$ cat config.mk
export PLATFORM = sky130hd
export DESIGN_NAME = rp_top
export DESIGN_NICKNAME = d
export VERILOG_FILES = /design/src/design/rp_pkg.sv /design/src/design/sys_bus_decoder.sv /design/src/design/housekeeping.sv /design/src/design/dc_level_gen.sv /design/src/design/p_controller.sv /design/src/design/adc_frontend.sv /design/src/design/dac_backend.sv /design/src/design/rp_top.sv
export VERILOG_INCLUDE_DIRS = /design/src /design/src/design
export SDC_FILE = /design/constraint.sdc
export NUM_CORES = 1
export LEC_CHECK = 0
export BUFFER_PORTS_ARGS = -buffer_cell sky130_fd_sc_hd__buf_2
export CAP_MARGIN = 20
export CORE_MARGIN = 5
export CORE_UTILIZATION = 40
export DETAILED_ROUTE_END_ITERATION = 10
export HOLD_SLACK_MARGIN = 0.02
export PLACE_DENSITY = 0.62
export SKIP_CTS_REPAIR_TIMING = 1
export SLEW_MARGIN = 40
export SYNTH_ARGS = -nofsm -noshare
export SYNTH_HDL_FRONTEND = slang
export SYNTH_SLANG_ARGS = --single-unit
$ cat constraint.sdc
create_clock -name adc_clk -period 6.8 [get_ports adc_clk]
set_input_delay 0.68 -clock adc_clk [delete_from_list [all_inputs] [get_ports adc_clk]]
set_output_delay 0.68 -clock adc_clk [all_outputs]
set_load 0.03 [all_outputs]
$ cat src/design/rp_macros.svh
`ifndef RP_MACROS_SVH
`define RP_MACROS_SVH

// Sample and bus widths
`define RP_ADC_W        16
`define RP_DAC_W        14
`define RP_BUS_AW       32
`define RP_BUS_DW       32

// Address map, region field sits above the peer offset
`define RP_REGION_LSB   20
`define RP_REGION_W     3
`define RP_OFFSET_W     8
`define RP_REGION_HK    3'd0
`define RP_REGION_GEN   3'd1
`define RP_REGION_PC    3'd2

// Controller gain
`define RP_KP_W         8
`define RP_KP_SHIFT     4

// Housekeeping
`define RP_LED_W        8
`define RP_ID_VALUE     32'h52500001
`define RP_HK_ID_OFS    8'h00
`define RP_HK_LED_OFS   8'h04
`define RP_HK_LOOP_OFS  8'h08

// DC level generator
`define RP_GEN_LVL_A_OFS 8'h00
`define RP_GEN_LVL_B_OFS 8'h04

// Proportional controller
`define RP_PC_SP_A_OFS  8'h00
`define RP_PC_SP_B_OFS  8'h04
`define RP_PC_KP_A_OFS  8'h08
`define RP_PC_KP_B_OFS  8'h0C

`endif

$ cat src/design/rp_pkg.sv
`include "rp_macros.svh"

package rp_pkg;

  // Sample types, two's complement
  typedef logic signed [`RP_ADC_W-1:0] adc_sample_t;
  typedef logic signed [`RP_DAC_W-1:0] dac_sample_t;

  // System bus
  typedef logic [`RP_BUS_AW-1:0]       bus_addr_t;
  typedef logic [`RP_BUS_DW-1:0]       bus_data_t;
  typedef logic [`RP_OFFSET_W-1:0]     reg_offset_t;  // Offset inside one region

  // Controller gain, signed
  typedef logic signed [`RP_KP_W-1:0]  kp_t;

  typedef logic [`RP_LED_W-1:0]        led_t;

endpackage

$ cat src/design/sys_bus_decoder.sv
`timescale 1ns/1ps
`include "rp_macros.svh"

module sys_bus_decoder (
  input  logic                adc_clk,
  input  logic                reset_i,
  // Master side
  input  rp_pkg::bus_addr_t   sys_addr_i,
  input  rp_pkg::bus_data_t   sys_wdata_i,
  input  logic                sys_wen_i,
  input  logic                sys_ren_i,
  output rp_pkg::bus_data_t   sys_rdata_o,
  output logic                sys_ack_o,
  output logic                sys_err_o,
  // Shared towards all peers
  output rp_pkg::reg_offset_t reg_offset_o,
  output rp_pkg::bus_data_t   reg_wdata_o,
  // Housekeeping, region 0
  output logic                hk_wen_o,
  output logic                hk_ren_o,
  input  rp_pkg::bus_data_t   hk_rdata_i,
  input  logic                hk_ack_i,
  // DC level generator, region 1
  output logic                gen_wen_o,
  output logic                gen_ren_o,
  input  rp_pkg::bus_data_t   gen_rdata_i,
  input  logic                gen_ack_i,
  // Proportional controller, region 2
  output logic                pc_wen_o,
  output logic                pc_ren_o,
  input  rp_pkg::bus_data_t   pc_rdata_i,
  input  logic                pc_ack_i
);

  logic [`RP_REGION_W-1:0] region;   // Region of the current strobe
  logic [`RP_REGION_W-1:0] pend_q;   // Region of the access in flight
  logic                    hit_hk;
  logic                    hit_gen;
  logic                    hit_pc;
  logic                    unmapped;
  logic                    strobe;
  logic                    err_q;    // Local error answer

  //////////////////////////////
  // Address split

  assign region       = sys_addr_i[`RP_REGION_LSB +: `RP_REGION_W];
  assign reg_offset_o = sys_addr_i[`RP_OFFSET_W-1:0];  // Peers see low byte only
  assign reg_wdata_o  = sys_wdata_i;

  assign hit_hk   = (region == `RP_REGION_HK);
  assign hit_gen  = (region == `RP_REGION_GEN);
  assign hit_pc   = (region == `RP_REGION_PC);
  assign unmapped = ~(hit_hk | hit_gen | hit_pc);  // Regions 3 to 7
  assign strobe   = sys_wen_i | sys_ren_i;

  // Strobe goes to the addressed peer only
  assign hk_wen_o  = sys_wen_i & hit_hk;
  assign hk_ren_o  = sys_ren_i & hit_hk;
  assign gen_wen_o = sys_wen_i & hit_gen;
  assign gen_ren_o = sys_ren_i & hit_gen;
  assign pc_wen_o  = sys_wen_i & hit_pc;
  assign pc_ren_o  = sys_ren_i & hit_pc;

  //////////////////////////////
  // Pending access and response

  always_ff @(posedge adc_clk) begin
    if (reset_i) begin
      pend_q <= '0;
      err_q  <= 1'b0;
    end else begin
      if (strobe)
        pend_q <= region;  // Held until the next strobe
      err_q <= strobe & unmapped;  // Ack with err one cycle later
    end
  end

  assign sys_err_o = err_q;

  // Response mux follows the pending region
  always_comb begin
    sys_rdata_o = '0;  // Unmapped reads as zero
    sys_ack_o   = err_q;
    case (pend_q)
      `RP_REGION_HK: begin
        sys_rdata_o = hk_rdata_i;
        sys_ack_o   = hk_ack_i;
      end
      `RP_REGION_GEN: begin
        sys_rdata_o = gen_rdata_i;
        sys_ack_o   = gen_ack_i;
      end
      `RP_REGION_PC: begin
        sys_rdata_o = pc_rdata_i;
        sys_ack_o   = pc_ack_i;
      end
      default: ;
    endcase
  end

endmodule

$ cat src/design/housekeeping.sv
`timescale 1ns/1ps
`include "rp_macros.svh"

module housekeeping (
  input  logic                adc_clk,
  input  logic                reset_i,
  input  rp_pkg::reg_offset_t reg_offset_i,
  input  rp_pkg::bus_data_t   reg_wdata_i,
  input  logic                wen_i,
  input  logic                ren_i,
  output rp_pkg::bus_data_t   rdata_o,
  output logic                ack_o,
  output rp_pkg::led_t        led_o,
  output logic                digital_loop_o
);
  import rp_pkg::*;

  bus_data_t rd_mux;  // Read value ahead of the response register

  // Readback, unknown offsets give zero
  always_comb begin
    case (reg_offset_i)
      `RP_HK_ID_OFS:   rd_mux = `RP_ID_VALUE;
      `RP_HK_LED_OFS:  rd_mux = {{(`RP_BUS_DW-`RP_LED_W){1'b0}}, led_o};
      `RP_HK_LOOP_OFS: rd_mux = {{(`RP_BUS_DW-1){1'b0}}, digital_loop_o};
      default:         rd_mux = '0;
    endcase
  end

  always_ff @(posedge adc_clk) begin
    if (reset_i) begin
      led_o          <= '0;
      digital_loop_o <= 1'b0;
      rdata_o        <= '0;
      ack_o          <= 1'b0;
    end else begin
      ack_o <= wen_i | ren_i;  // Every strobe answered next cycle
      if (ren_i)
        rdata_o <= rd_mux;
      if (wen_i) begin
        case (reg_offset_i)
          `RP_HK_LED_OFS:  led_o <= reg_wdata_i[`RP_LED_W-1:0];
          `RP_HK_LOOP_OFS: digital_loop_o <= reg_wdata_i[0];  // DAC fed back to ADC
          default: ;  // ID stays fixed
        endcase
      end
    end
  end

endmodule

$ cat src/design/dc_level_gen.sv
`timescale 1ns/1ps
`include "rp_macros.svh"

module dc_level_gen (
  input  logic                adc_clk,
  input  logic                reset_i,
  input  rp_pkg::reg_offset_t reg_offset_i,
  input  rp_pkg::bus_data_t   reg_wdata_i,
  input  logic                wen_i,
  input  logic                ren_i,
  output rp_pkg::bus_data_t   rdata_o,
  output logic                ack_o,
  output rp_pkg::dac_sample_t lvl_a_o,
  output rp_pkg::dac_sample_t lvl_b_o
);
  import rp_pkg::*;

  bus_data_t rd_mux;

  // Levels read back sign extended
  always_comb begin
    case (reg_offset_i)
      `RP_GEN_LVL_A_OFS: rd_mux = {{(`RP_BUS_DW-`RP_DAC_W){lvl_a_o[`RP_DAC_W-1]}}, lvl_a_o};
      `RP_GEN_LVL_B_OFS: rd_mux = {{(`RP_BUS_DW-`RP_DAC_W){lvl_b_o[`RP_DAC_W-1]}}, lvl_b_o};
      default:           rd_mux = '0;
    endcase
  end

  always_ff @(posedge adc_clk) begin
    if (reset_i) begin
      lvl_a_o <= '0;
      lvl_b_o <= '0;
      rdata_o <= '0;
      ack_o   <= 1'b0;
    end else begin
      ack_o <= wen_i | ren_i;
      if (ren_i)
        rdata_o <= rd_mux;
      if (wen_i) begin
        case (reg_offset_i)
          `RP_GEN_LVL_A_OFS: lvl_a_o <= reg_wdata_i[`RP_DAC_W-1:0];  // Low 14 bits only
          `RP_GEN_LVL_B_OFS: lvl_b_o <= reg_wdata_i[`RP_DAC_W-1:0];
          default: ;
        endcase
      end
    end
  end

endmodule

$ cat src/design/p_controller.sv
`timescale 1ns/1ps
`include "rp_macros.svh"

module p_controller (
  input  logic                adc_clk,
  input  logic                reset_i,
  input  rp_pkg::reg_offset_t reg_offset_i,
  input  rp_pkg::bus_data_t   reg_wdata_i,
  input  logic                wen_i,
  input  logic                ren_i,
  output rp_pkg::bus_data_t   rdata_o,
  output logic                ack_o,
  input  rp_pkg::adc_sample_t adc_a_i,
  input  rp_pkg::adc_sample_t adc_b_i,
  output rp_pkg::adc_sample_t pid_a_o,
  output rp_pkg::adc_sample_t pid_b_o
);
  import rp_pkg::*;

  adc_sample_t sp_a;  // Setpoints
  adc_sample_t sp_b;
  kp_t         kp_a;  // Gains
  kp_t         kp_b;
  bus_data_t   rd_mux;

  // (sp - sample) * kp >>> shift, clamped to 16 bits
  function automatic adc_sample_t p_term(input adc_sample_t sp, input adc_sample_t smp,
                                         input kp_t kp);
    logic signed [`RP_ADC_W:0]          err;   // One guard bit
    logic signed [`RP_ADC_W+`RP_KP_W:0] prod;  // Full product width
    logic signed [`RP_ADC_W+`RP_KP_W:0] shr;
    err  = $signed({sp[`RP_ADC_W-1], sp}) - $signed({smp[`RP_ADC_W-1], smp});
    prod = $signed({{`RP_KP_W{err[`RP_ADC_W]}}, err})
         * $signed({{(`RP_ADC_W+1){kp[`RP_KP_W-1]}}, kp});
    shr  = prod >>> `RP_KP_SHIFT;  // Arithmetic, keeps sign
    // Upper bits all equal means it fits
    if (shr[`RP_ADC_W+`RP_KP_W:`RP_ADC_W-1] == {(`RP_KP_W+2){shr[`RP_ADC_W+`RP_KP_W]}})
      p_term = shr[`RP_ADC_W-1:0];
    else if (shr[`RP_ADC_W+`RP_KP_W])
      p_term = {1'b1, {(`RP_ADC_W-1){1'b0}}};  // Negative full scale
    else
      p_term = {1'b0, {(`RP_ADC_W-1){1'b1}}};  // Positive full scale
  endfunction

  //////////////////////////////
  // Register access

  always_comb begin
    case (reg_offset_i)
      `RP_PC_SP_A_OFS: rd_mux = {{(`RP_BUS_DW-`RP_ADC_W){sp_a[`RP_ADC_W-1]}}, sp_a};
      `RP_PC_SP_B_OFS: rd_mux = {{(`RP_BUS_DW-`RP_ADC_W){sp_b[`RP_ADC_W-1]}}, sp_b};
      `RP_PC_KP_A_OFS: rd_mux = {{(`RP_BUS_DW-`RP_KP_W){kp_a[`RP_KP_W-1]}}, kp_a};
      `RP_PC_KP_B_OFS: rd_mux = {{(`RP_BUS_DW-`RP_KP_W){kp_b[`RP_KP_W-1]}}, kp_b};
      default:         rd_mux = '0;
    endcase
  end

  always_ff @(posedge adc_clk) begin
    if (reset_i) begin
      sp_a    <= '0;
      sp_b    <= '0;
      kp_a    <= '0;
      kp_b    <= '0;
      rdata_o <= '0;
      ack_o   <= 1'b0;
    end else begin
      ack_o <= wen_i | ren_i;
      if (ren_i)
        rdata_o <= rd_mux;
      if (wen_i) begin
        case (reg_offset_i)
          `RP_PC_SP_A_OFS: sp_a <= reg_wdata_i[`RP_ADC_W-1:0];
          `RP_PC_SP_B_OFS: sp_b <= reg_wdata_i[`RP_ADC_W-1:0];
          `RP_PC_KP_A_OFS: kp_a <= reg_wdata_i[`RP_KP_W-1:0];
          `RP_PC_KP_B_OFS: kp_b <= reg_wdata_i[`RP_KP_W-1:0];
          default: ;
        endcase
      end
    end
  end

  //////////////////////////////
  // Feedback, one register stage

  always_ff @(posedge adc_clk) begin
    if (reset_i) begin
      pid_a_o <= '0;
      pid_b_o <= '0;
    end else begin
      pid_a_o <= p_term(sp_a, adc_a_i, kp_a);
      pid_b_o <= p_term(sp_b, adc_b_i, kp_b);
    end
  end

endmodule

$ cat src/design/adc_frontend.sv
`timescale 1ns/1ps
`include "rp_macros.svh"

module adc_frontend (
  input  logic                adc_clk,
  input  logic                reset_i,
  input  logic [`RP_ADC_W-1:0] adc_a_i,  // Raw negative-slope codes
  input  logic [`RP_ADC_W-1:0] adc_b_i,
  input  logic                digital_loop_i,
  input  rp_pkg::dac_sample_t dac_sum_a_i,
  input  rp_pkg::dac_sample_t dac_sum_b_i,
  output rp_pkg::adc_sample_t adc_a_o,
  output rp_pkg::adc_sample_t adc_b_o
);
  import rp_pkg::*;

  adc_sample_t conv_a;  // Two's complement of the raw code
  adc_sample_t conv_b;
  adc_sample_t loop_a;  // DAC value, zero extended
  adc_sample_t loop_b;

  // Keep MSB, flip the rest
  assign conv_a = {adc_a_i[`RP_ADC_W-1], ~adc_a_i[`RP_ADC_W-2:0]};
  assign conv_b = {adc_b_i[`RP_ADC_W-1], ~adc_b_i[`RP_ADC_W-2:0]};
  assign loop_a = {{(`RP_ADC_W-`RP_DAC_W){1'b0}}, dac_sum_a_i};
  assign loop_b = {{(`RP_ADC_W-`RP_DAC_W){1'b0}}, dac_sum_b_i};

  always_ff @(posedge adc_clk) begin
    if (reset_i) begin
      adc_a_o <= '0;
      adc_b_o <= '0;
    end else begin
      adc_a_o <= digital_loop_i ? loop_a : conv_a;  // External inputs ignored in loop
      adc_b_o <= digital_loop_i ? loop_b : conv_b;
    end
  end

endmodule

$ cat src/design/dac_backend.sv
`timescale 1ns/1ps
`include "rp_macros.svh"

module dac_backend (
  input  logic                 adc_clk,
  input  logic                 reset_i,
  input  rp_pkg::dac_sample_t  lvl_a_i,
  input  rp_pkg::dac_sample_t  lvl_b_i,
  input  rp_pkg::adc_sample_t  pid_a_i,
  input  rp_pkg::adc_sample_t  pid_b_i,
  output rp_pkg::dac_sample_t  dac_sum_a_o,  // Saturated sum, for the loop
  output rp_pkg::dac_sample_t  dac_sum_b_o,
  output logic [`RP_DAC_W-1:0] dac_a_o,      // Offset binary, negative slope
  output logic [`RP_DAC_W-1:0] dac_b_o
);
  import rp_pkg::*;

  dac_sample_t sat_a;
  dac_sample_t sat_b;

  // Level plus feedback in 17 bits, clamped to 14
  function automatic dac_sample_t sat_sum(input dac_sample_t lvl, input adc_sample_t pid);
    logic signed [`RP_ADC_W:0] sum;
    sum = $signed({{(`RP_ADC_W+1-`RP_DAC_W){lvl[`RP_DAC_W-1]}}, lvl})
        + $signed({pid[`RP_ADC_W-1], pid});
    if (sum[`RP_ADC_W:`RP_DAC_W-1] == {(`RP_ADC_W-`RP_DAC_W+2){sum[`RP_ADC_W]}})
      sat_sum = sum[`RP_DAC_W-1:0];
    else
      sat_sum = {sum[`RP_ADC_W], {(`RP_DAC_W-1){~sum[`RP_ADC_W]}}};  // Rail on sign
  endfunction

  assign sat_a = sat_sum(lvl_a_i, pid_a_i);
  assign sat_b = sat_sum(lvl_b_i, pid_b_i);

  always_ff @(posedge adc_clk) begin
    if (reset_i) begin
      dac_sum_a_o <= '0;
      dac_sum_b_o <= '0;
      dac_a_o     <= {1'b0, {(`RP_DAC_W-1){1'b1}}};  // Code for zero
      dac_b_o     <= {1'b0, {(`RP_DAC_W-1){1'b1}}};
    end else begin
      dac_sum_a_o <= sat_a;
      dac_sum_b_o <= sat_b;
      dac_a_o     <= {sat_a[`RP_DAC_W-1], ~sat_a[`RP_DAC_W-2:0]};
      dac_b_o     <= {sat_b[`RP_DAC_W-1], ~sat_b[`RP_DAC_W-2:0]};
    end
  end

endmodule

$ cat src/design/rp_top.sv
`timescale 1ns/1ps
`include "rp_macros.svh"

module rp_top (
  input  logic                 adc_clk,
  input  logic                 reset_i,
  // ADC, raw codes
  input  logic [`RP_ADC_W-1:0] adc_a_i,
  input  logic [`RP_ADC_W-1:0] adc_b_i,
  // System bus
  input  rp_pkg::bus_addr_t    sys_addr_i,
  input  rp_pkg::bus_data_t    sys_wdata_i,
  input  logic                 sys_wen_i,
  input  logic                 sys_ren_i,
  output rp_pkg::bus_data_t    sys_rdata_o,
  output logic                 sys_ack_o,
  output logic                 sys_err_o,
  // DAC, raw codes
  output logic [`RP_DAC_W-1:0] dac_a_o,
  output logic [`RP_DAC_W-1:0] dac_b_o,
  output rp_pkg::led_t         led_o
);
  import rp_pkg::*;

  // Peer bus
  reg_offset_t reg_offset;
  bus_data_t   reg_wdata;
  logic        hk_wen, hk_ren, hk_ack;
  logic        gen_wen, gen_ren, gen_ack;
  logic        pc_wen, pc_ren, pc_ack;
  bus_data_t   hk_rdata, gen_rdata, pc_rdata;

  // Sample path
  logic        digital_loop;
  adc_sample_t adc_dat_a, adc_dat_b;
  adc_sample_t pid_dat_a, pid_dat_b;
  dac_sample_t lvl_a, lvl_b;
  dac_sample_t dac_sum_a, dac_sum_b;

  //////////////////////////////
  // Bus

  sys_bus_decoder i_dec (
    .adc_clk      (adc_clk),
    .reset_i      (reset_i),
    .sys_addr_i   (sys_addr_i),
    .sys_wdata_i  (sys_wdata_i),
    .sys_wen_i    (sys_wen_i),
    .sys_ren_i    (sys_ren_i),
    .sys_rdata_o  (sys_rdata_o),
    .sys_ack_o    (sys_ack_o),
    .sys_err_o    (sys_err_o),
    .reg_offset_o (reg_offset),
    .reg_wdata_o  (reg_wdata),
    .hk_wen_o     (hk_wen),
    .hk_ren_o     (hk_ren),
    .hk_rdata_i   (hk_rdata),
    .hk_ack_i     (hk_ack),
    .gen_wen_o    (gen_wen),
    .gen_ren_o    (gen_ren),
    .gen_rdata_i  (gen_rdata),
    .gen_ack_i    (gen_ack),
    .pc_wen_o     (pc_wen),
    .pc_ren_o     (pc_ren),
    .pc_rdata_i   (pc_rdata),
    .pc_ack_i     (pc_ack)
  );

  housekeeping i_hk (
    .adc_clk        (adc_clk),
    .reset_i        (reset_i),
    .reg_offset_i   (reg_offset),
    .reg_wdata_i    (reg_wdata),
    .wen_i          (hk_wen),
    .ren_i          (hk_ren),
    .rdata_o        (hk_rdata),
    .ack_o          (hk_ack),
    .led_o          (led_o),
    .digital_loop_o (digital_loop)
  );

  //////////////////////////////
  // Analog path

  adc_frontend i_adc (
    .adc_clk        (adc_clk),
    .reset_i        (reset_i),
    .adc_a_i        (adc_a_i),
    .adc_b_i        (adc_b_i),
    .digital_loop_i (digital_loop),
    .dac_sum_a_i    (dac_sum_a),  // Loop back from the DAC stage
    .dac_sum_b_i    (dac_sum_b),
    .adc_a_o        (adc_dat_a),
    .adc_b_o        (adc_dat_b)
  );

  p_controller i_pc (
    .adc_clk      (adc_clk),
    .reset_i      (reset_i),
    .reg_offset_i (reg_offset),
    .reg_wdata_i  (reg_wdata),
    .wen_i        (pc_wen),
    .ren_i        (pc_ren),
    .rdata_o      (pc_rdata),
    .ack_o        (pc_ack),
    .adc_a_i      (adc_dat_a),
    .adc_b_i      (adc_dat_b),
    .pid_a_o      (pid_dat_a),
    .pid_b_o      (pid_dat_b)
  );

  dc_level_gen i_gen (
    .adc_clk      (adc_clk),
    .reset_i      (reset_i),
    .reg_offset_i (reg_offset),
    .reg_wdata_i  (reg_wdata),
    .wen_i        (gen_wen),
    .ren_i        (gen_ren),
    .rdata_o      (gen_rdata),
    .ack_o        (gen_ack),
    .lvl_a_o      (lvl_a),
    .lvl_b_o      (lvl_b)
  );

  dac_backend i_dac (
    .adc_clk     (adc_clk),
    .reset_i     (reset_i),
    .lvl_a_i     (lvl_a),
    .lvl_b_i     (lvl_b),
    .pid_a_i     (pid_dat_a),
    .pid_b_i     (pid_dat_b),
    .dac_sum_a_o (dac_sum_a),
    .dac_sum_b_o (dac_sum_b),
    .dac_a_o     (dac_a_o),
    .dac_b_o     (dac_b_o)
  );

endmodule

==> Word level (Yosys, flattened, before mapping) <==
Index checks and enable logic that the tools add are counted.
{ "classes": {"n_addsub": 4, "mul": 2, "n_eq_ne": 11, "muxes": 13, "bitwise": 20, "reduce_logical": 12} }
{ "op_table": {"columns": ["cell", "n"], "rows": [
  ["32-bit one-hot mux with 4 select lines", 1],
  ["32-bit one-hot mux with 3 select lines", 1],
  ["31-bit one-hot mux with 3 select lines", 1],
  ["16-bit 2-to-1 mux", 4],
  ["32-bit one-hot mux with 2 select lines", 1],
  ["14-bit 2-to-1 mux", 4],
  ["17-bit by 8-bit multiplier with 25-bit output", 2],
  ["14-bit by 16-bit adder with 17-bit output", 2],
  ["16-bit by 16-bit subtractor with 17-bit output", 2],
  ["15-bit inverter", 2],
  ["13-bit inverter", 2],
  ["8-bit by 4-bit == test with 1-bit output, second input constant", 2],
  ["2-bit AND reduction", 8],
  ["5-bit == test", 2],
  ["8-bit by 3-bit == test with 1-bit output, second input constant", 1],
  ["8-bit zero test", 1],
  ["1-bit bitwise AND", 7],
  ["3-bit by 1-bit == test with 1-bit output, second input constant", 2],
  ["3-bit by 2-bit == test with 1-bit output, second input constant", 2],
  ["3-bit == test", 2],
  ["3-bit zero test", 2],
  ["1-bit OR", 6],
  ["1-bit inverter", 3],
  ["1-bit one-hot mux with 3 select lines", 1],
  ["2-bit OR reduction", 1]
]} }
{ "totals": {"ff_bits": 308, "inputBits": 100, "output_inout_bits": 70, "wordCells": 88} }

==> Depth between registers and ports, before layout <==
Gate-level depths: netlist of the first run.
{ "logic_depth": {"ltp_word": 5, "mapped_depth": 31, "ltp_nobuf": 30} }

==> Modules after synthesis <==
Synthesis of the first run repeated with hierarchy kept, for this count alone.
{ "unflattened": {"cells_unflattened": 2984, "area_unflattened_um2": 25553.3} }
{ "by_module_without_submodules": {"columns": ["mod", "n_inst", "cells_per_inst", "area_per_inst_um2", "seq_area_each_um2"], "rows": [
  ["p_controller", 1, 1895, 15926.5, 1941.9],
  ["dac_backend", 1, 418, 3922.5, 1081.0],
  ["dc_level_gen", 1, 208, 2100.8, 860.8],
  ["sys_bus_decoder", 1, 216, 1476.4, 80.1],
  ["adc_frontend", 1, 129, 1161.1, 640.6],
  ["housekeeping", 1, 118, 965.9, 380.4]
]} }

==> Least setup slack after synthesis of the first run <==
OpenSTA, ideal clock, no wires.
{ "synth_timing": {"path_kind": "reg2reg", "from": "register i_pc.sp_b[0]", "to": "register i_pc.pid_b_o[0]", "setup_time_ns": 0.136, "arrival_time_ns": 6.630, "required_time_ns": 6.664, "path_slack_ns": 0.033, "path_stages_with_launch": 30, "path_buffers": 1, "period_less_slack_ns": 6.767, "path_cell_list": "dfxtp_1 -> inv_1 -> ha_1 -> fa_1 -> nor2b_1 -> o21ai_0 -> a21boi_0 -> o21ai_0 -> a21oi_1 -> o2111ai_1 -> nand3b_1 -> xor2_1 -> and2_1 -> fa_1 -> fa_1 -> fa_1 -> inv_1 -> fa_1 -> inv_1 -> ha_1 -> a21o_1 -> a21o_1 -> a221o_1 -> a21oi_1 -> o211ai_1 -> and4_1 -> a211o_1 -> a21oi_2 -> buf_2 -> o21ai_1"} }
{ "synth_via": {"elab_chain_len": 4, "word_cells_on_any_way": 5, "cone_classes": "1 x add/sub; 1 x mul; 1 x eq/ne; 2 x mux"} }
{ "synth_lines": {"columns": ["element", "line_no", "text"], "rows": [
  ["from (decl)", "p_controller.sv:21", "adc_sample_t sp_b;"],
  ["from (signal assigned)", "p_controller.sv:73", "`RP_PC_SP_B_OFS: sp_b <= reg_wdata_i[`RP_ADC_W-1:0];"],
  ["16-bit by 16-bit subtractor with 17-bit output (*)", "p_controller.sv:32", "err = $signed({sp[`RP_ADC_W-1], sp}) - $signed({smp[`RP_ADC_W-1], smp});"],
  ["17-bit by 8-bit multiplier with 25-bit output (*)", "p_controller.sv:33", "prod = $signed({{`RP_KP_W{err[`RP_ADC_W]}}, err})"],
  ["5-bit == test or 16-bit 2-to-1 mux (tied branches)", "p_controller.sv:37, p_controller.sv:39", null],
  ["16-bit 2-to-1 mux (*)", "p_controller.sv:37", "if (shr[`RP_ADC_W+`RP_KP_W:`RP_ADC_W-1] == {(`RP_KP_W+2){shr[`RP_ADC_W+`RP_KP_W]}})"],
  ["to (signal assigned)", "p_controller.sv:91", "pid_b_o <= p_term(sp_b, adc_b_i, kp_b);"],
  ["to (decl)", "p_controller.sv:16", "output rp_pkg::adc_sample_t pid_b_o"]
]} }
Every way passes the cells marked *; elsewhere a longest branch is shown, timed or not.
A chain may end at the register's enable or synchronous reset.

==> Worst setup path after layout of the first run <==
{ "layout_timing": {"from": "register i_adc.adc_b_o[1]", "to": "register i_pc.pid_b_o[2]"} }
{ "layout_via": {"elab_chain_len": 4, "word_cells_on_any_way": 5, "cone_classes": "1 x add/sub; 1 x mul; 1 x eq/ne; 2 x mux"} }
{ "layout_lines": {"columns": ["element", "line_no", "text"], "rows": [
  ["from (decl)", "adc_frontend.sv:13", "output rp_pkg::adc_sample_t adc_b_o"],
  ["from (signal assigned)", "adc_frontend.sv:34", "adc_b_o <= digital_loop_i ? loop_b : conv_b;"],
  ["16-bit by 16-bit subtractor with 17-bit output (*)", "p_controller.sv:32", null],
  ["17-bit by 8-bit multiplier with 25-bit output (*)", "p_controller.sv:33", null],
  ["5-bit == test or 16-bit 2-to-1 mux (tied branches)", "p_controller.sv:37, p_controller.sv:39", null],
  ["16-bit 2-to-1 mux (*)", "p_controller.sv:37", null]
]} }
Marked as above.

==> run_results.csv, run 1 <==
group,metric,value,unit
status,status,"finished, violations left",
clock_network,cts.clk_slew.worst_paths,70,ps
global_route,grt_usage,0.203,
final_layout,drive_above_1_share,0.195,
power,power.total,0.00325,W
synthesis,synth.most_common_cell,"inv_1",
synthesis,synth_top_cell_by_area,"dfxtp_1",
critical_path,path_class,"flop to flop",
power,power_density,125,nW/um^2
synthesis,async_flop_share,0,
routing,drc,0,
die,core-area,53900,sq um
critical_path,reg2reg_depth,31,
placement,dp.cells,3433,
critical_path,startpoint,"i_adc.adc_b_o[1]",
synthesis,synth_edf_count,0,
global_route,grt_first_pass_wirelength,98400,microns
sta,tightest_slew,917,ps
clock_network,clock_sinks,249,
synthesis,synth_nets,3002,
sta,slew-limit-headroom,0.389,
sta,fin_ws,-170,ps
status,violations,"setup timing",
critical_path,timing.rr.end,"i_pc.pid_b_o[2]",
die,die_height,243,microns
synthesis,avgSynthCellArea,8.63,sq um
die,die-width,243,microns
sta,hold_viol_final,0,
routing,vias_per_cell,5.19,
placement,globalplace.congestion,0.885,
critical_path,rrSetupSlack,-170,ps
clock_network,cts.root.buffer_cell,"clkbuf_16",
synthesis,syn_inst,2526,
global_route,antenna_found_initial,4,
min_path,min_path_type,"input pin to flop",
final_layout,fin_nets,3259,
min_path,hp-start,"adc_a_i[14]",
power,irDropWorstVdd,161,uV
critical_path,arrival,7350,ps
die,dieArea,59300,sq um
sta,timing.hold.ws,275,ps
sta,grt_setup_unrepaired,"yes",
critical_path,cp-endpoint,"i_pc.pid_b_o[2]",
synthesis,synthTopCellsByCount,"380 x inv_1, 251 x nor2_1, 249 x dfxtp_1, 220 x fa_1, 177 x nand2_1",
critical_path,worst-path-max-fanout,8,
clock_network,numCtsBuffers,26,
critical_path,crit_required,7180,ps
routing,drtAntennaViolNets,0,
placement,port_buffers,132,
final_layout,final_cells,3497,
critical_path,critPathMaxStageDelay,530,ps
critical_path,cp.depth,31,
placement,dpl.hpwl,48900,microns
final_layout,syn_to_final_growth,19.8,%
sta,fin_skew,13.8,ps
critical_path,path_buf_inv,8,
clock_network,cts_tree,"built",
routing,drt_first_pass_iters,6,
synthesis,synth_area,21800,sq um
critical_path,worstReg2RegStart,"i_adc.adc_b_o[1]",
routing,vias,18100,
die,io_pins,170,
routing,drtIter0Drc,1181,
synthesis,seq_area_frac_synth,0.229,
synthesis,synth_flop_cell,"dfxtp_1",
synthesis,yosysTopAreaCellShare,0.229,
critical_path,endpoint_kind,"flop",
synthesis,synth_cell_types,78,
critical_path,cpMaxStageDelayCell,"fa_1",
routing,wire_per_inst,17.8,microns
sta,slew_violations,0,
global_route,grt_max_degree,93,
critical_path,cp_top_family,"adder cells",
sta,fin_crit_sh,1.03,
clock_network,clk_path_buf_depth,3,
synthesis,synth-seq-cells,249,
sta,setup_viol,30,
power,power_leakage,12.5,nW
sta,max_freq,143,MHz
flow_run,maxCapViolations,0,
global_route,grt_pass1_vias,18500,
final_layout,stdcell_area,26100,sq um
sta,fin_crit,6970,ps
min_path,holdPathStages,2,
routing,routed_wl,62100,microns
placement,dpl_cell_area,24400,sq um
synthesis,ys_warn_count,0,
sta,setup_tns,-2240,ps
die,initial_core_util,0.404,
clock_network,cts_htree_levels,1,
global_route,grt.overflow.total,0,
clock_network,worstSkewPairLatency,540,ps
critical_path,crit_path_start_kind,"flop",
synthesis,yosys-top-cells-area,"dfxtp_1 23%, fa_1 20%, ha_1 9.0%, inv_1 6.5%, and2_1 5.0%",
die,rows,85,
-- how the worst min path moves through the flow --
stage / to / slack, ps
finish: i_adc.adc_a_o[14] / 270
global route: i_adc.adc_a_o[14] / 270
CTS: i_adc.adc_a_o[14] / 260
detailed placement: i_hk.rdata_o[28] / 450
global placement: i_hk.rdata_o[0] / 440
floorplan: i_hk.rdata_o[0] / 430
-- metal layers --
layer,wire (microns),GRT usage,vias to the layer above
met5,21,0,-
met2,29300,0.341,461
li1,-,-,8699
met3,3540,0.0300,93
met1,27500,0.274,8882
met4,1770,0.0569,4
-- sequential cells by signal, summed over array words and instances (netlist names), 9 cells and up --
| register | count |
|---|---|
| i_gen.rdata_o | 14 |
| i_pc.rdata_o | 16 |
| i_pc.sp_b | 16 |
| i_gen.lvl_b_o | 14 |
| i_adc.adc_a_o | 16 |
| i_pc.pid_b_o | 16 |
| i_pc.sp_a | 16 |
| i_dac.dac_sum_b_o | 13 |
| i_hk.rdata_o | 9 |
| i_dac.dac_sum_a_o | 13 |
| i_dac.dac_a_o | 14 |
| i_pc.pid_a_o | 16 |
| i_gen.lvl_a_o | 14 |
| i_adc.adc_b_o | 16 |
| i_dac.dac_b_o | 14 |
-- placed cells by master, fill, tap and decap left out, types with 11 or more instances in the layout --
master	netlist	layout
buf_2	9	131
dfxtp_1	249	242
xnor2_1	60	50
nor2_1	251	246
nor3_1	28	24
a22oi_1	35	35
clkbuf_16	0	28
mux2i_1	69	69
a211oi_1	15	15
a21oi_2	4	12
o21a_1	27	27
nand3_1	25	25
ha_1	156	143
and2_1	174	172
nor2b_1	43	40
nand2_1	177	174
xor2_1	30	26
inv_1	380	370
o31a_1	12	12
fa_1	220	214
a21oi_1	162	154
o31ai_2	8	11
nand2b_1	23	23
o21ai_0	46	36
buf_4	17	200
a21o_1	44	44
-- logic make-up (layout without fill, tap and decap cells) --
kind of cell	Yosys count	count (layout)	share of synthesized area
AND/OR/NAND/NOR	781	781	0.176
buffers and inverters	497	770	0.0902
AO/OA/AOI/OAI	455	455	0.138
adder cells (fa/ha/maj)	376	376	0.292
flip-flops	249	249	0.229
XOR/XNOR	90	90	0.0362
multiplexers	78	78	0.0400
other	0	2	0
-- final cells by class --
cell class / instances / area [sq um]
inverter: 380 / 1430
timing repair buffer: 346 / 2380
clock inverter: 9 / 106
fill: 5082 / 27800
tap: 696 / 871
clock buffer: 35 / 746
sequential: 249 / 4990
antenna: 2 / 5.00
multi-input combinational: 1780 / 15600
-- through the flow --
stage	util	setup slack (ps)
after floorplan	-	33.4
final	0.484	-170
after global placement	0.451	-578
after detailed placement	0.452	-646
after CTS	0.467	-711
after global routing	0.484	-485
-- where the power goes --
group	internal, W	switching (W)	leakage, nW	total, W
Clock	0.000842	0.000608	0.411	0.00145
Sequential	0.00148	0.0000140	2.02	0.00149
Combinational	0.000120	0.000192	10.0	0.000312
(Power assumes the default switching activity.)
==> run 2: changes to the inputs <==
--- a/config.mk
+++ b/config.mk
@@ -18,3 +18,4 @@
 export SYNTH_ARGS = -nofsm -noshare
 export SYNTH_HDL_FRONTEND = slang
 export SYNTH_SLANG_ARGS = --single-unit
+export TNS_END_PERCENT = 30
==> run_results.csv, run 2 (same netlist as run 1, synthesis figures left out) <==
group,metric,value,unit
status,violations,"setup timing",
die,die-width,243,microns
power,switching_share,0.251,
final_layout,syn_to_final_growth,19.5,%
global_route,grt_usage,0.203,
routing,vias_per_cell,5.18,
clock_network,cts_tree,"built",
final_layout,fin_nets,3260,
sta,fin_skew,14.9,ps
clock_network,cts.root.buffer_cell,"clkbuf_16",
sta,max_freq,144,MHz
critical_path,endpoint_kind,"flop",
routing,wire_per_inst,17.8,microns
critical_path,crit_top_cell,"fa_1",
final_layout,drive_above_1_share,0.193,
final_layout,layout_common_cells,"370 x inv_1, 247 x nor2_1, 242 x dfxtp_1",
sta,grt_setup_unrepaired,"yes",
critical_path,arrival,7330,ps
sta,setup_viol,30,
flow_run,maxCapViolations,0,
routing,routed_wl,62200,microns
sta,fin_crit_sh,1.02,
clock_network,cts.clk_slew.worst_paths,70,ps
placement,dpl.hpwl,48900,microns
routing,drt_first_pass_iters,6,
routing,vias,18100,
critical_path,worst-path-max-fanout,8,
placement,globalplace.congestion,0.885,
power,power_density,125,nW/um^2
die,core-area,53900,sq um
clock_network,cts_htree_levels,1,
sta,fin_ws,-150,ps
sta,slew_violations,0,
power,p_int,0.00244,W
clock_network,clk_path_buf_depth,3,
die,initial_core_util,0.404,
status,status,"finished, violations left",
die,rows,85,
clock_network,numCtsBuffers,26,
min_path,min_path_type,"input pin to flop",
global_route,grt_max_degree,93,
global_route,antenna_found_initial,4,
routing,drc,0,
critical_path,path_class,"flop to flop",
critical_path,critPathMaxStageDelay,570,ps
sta,fin_crit,6950,ps
critical_path,cpMaxStageDelayCell,"fa_1",
global_route,grt_first_pass_wirelength,98400,microns
critical_path,crit_required,7180,ps
power,power_leakage,12.4,nW
global_route,grt.overflow.total,0,
die,io_pins,170,
power,irDropWorstVdd,162,uV
routing,drtAntennaViolNets,0,
global_route,grt_pass1_vias,18500,
die,die_height,243,microns
sta,hold_viol_final,0,
sta,tightest_slew,882,ps
final_layout,n_fill_cell,5094,
clock_network,worstSkewPairLatency,540,ps
clock_network,clock_sinks,249,
power,switchingPower,0.000815,W
die,dieArea,59300,sq um
routing,drtIter0Drc,1194,
sta,slew-limit-headroom,0.412,
power,seq_power_share,0.458,
placement,port_buffers,132,
power,clockPowerShare,0.446,
critical_path,crit_path_start_kind,"flop",
sta,timing.hold.ws,273,ps
sta,setup_tns,-2340,ps
power,combPwrFrac,0.096,
final_layout,final_common_cell,"inv_1",
-- run 2: cell count changes in the layout (fill, tap and decap cells not counted), sizes merged --
cell | before | now
buf | 345 | 346
-- run 2: cell type report --
class                           count  area (sq um)  area share
Antenna cell                        2          5.00    0.000192
Clock buffer                       35           746      0.0286
Clock inverter                      9           106     0.00408
Inverter                          380          1430      0.0548
Multi-Input combinational cell   1780         15500       0.596
Sequential cell                   249          4990       0.192
Tap cell                          696           871      0.0334
Timing Repair Buffer              347          2370      0.0912
-- run 2: power groups by stage --
stage | Sequential (W) | Clock [W] | Combinational (W)
floorplan | 0.00152 | 0 | 0.000142
global placement | 0.00152 | 0 | 0.000276
detailed placement | 0.00152 | 0 | 0.000279
CTS | 0.00149 | 0.00147 | 0.000281
global route | 0.00149 | 0.00153 | 0.000337
finish | 0.00149 | 0.00145 | 0.000311
-- run 2: metrics by stage --
stage	area (sq um)	cells	total power, W	utilization	setup WS, ps
2_1_floorplan	21800	2526	0.00166	-	33.4
3_3_place_gp	24300	3433	0.00180	0.451	-578
3_5_place_dp	24400	3433	0.00180	0.452	-646
4_1_cts	25200	3477	0.00324	0.467	-711
5_1_grt	26000	3496	0.00336	0.483	-458
6_report	26000	3498	0.00325	0.483	-150
-- run 2: worst max-delay path, delay by kind of cell (launching register included) --
| kind | cells | cell delay (ps) |
|---|---|---|
| buffers and inverters | 7 | 750 |
| xor gates and xnor gates | 1 | 180 |
| and+or+nand+nor | 3 | 380 |
| AOI/OAI and AO/OA | 13 | 2330 |
| DFF | 1 | 340 |
| adders and majority gates | 7 | 2800 |
-- run 2: path summary, 6_finish.rpt --
| path | slack (ps) | to | start | depth (start not counted) |
|---|---|---|---|---|
| setup reg to reg | -150 | i_pc.pid_b_o[3] | i_pc.sp_b[0] | 31 |
| setup / recovery | -150 | i_pc.pid_b_o[3] | i_pc.sp_b[0] | 31 |
| hold / removal | 270 | i_adc.adc_a_o[14] | adc_a_i[14] | 2 |
| hold reg to reg | 450 | i_hk.rdata_o[6] | i_hk.rdata_o[6] | 2 |
-- run 2: per-layer routing --
metal,wire length (microns),part of all wire,global-route usage,vias up
met5,27,0.00043,0,-
li1,-,-,-,8700
met3,3710,0.060,0.0300,91
met2,29300,0.47,0.341,471
met4,1720,0.028,0.0569,4
met1,27400,0.44,0.274,8852
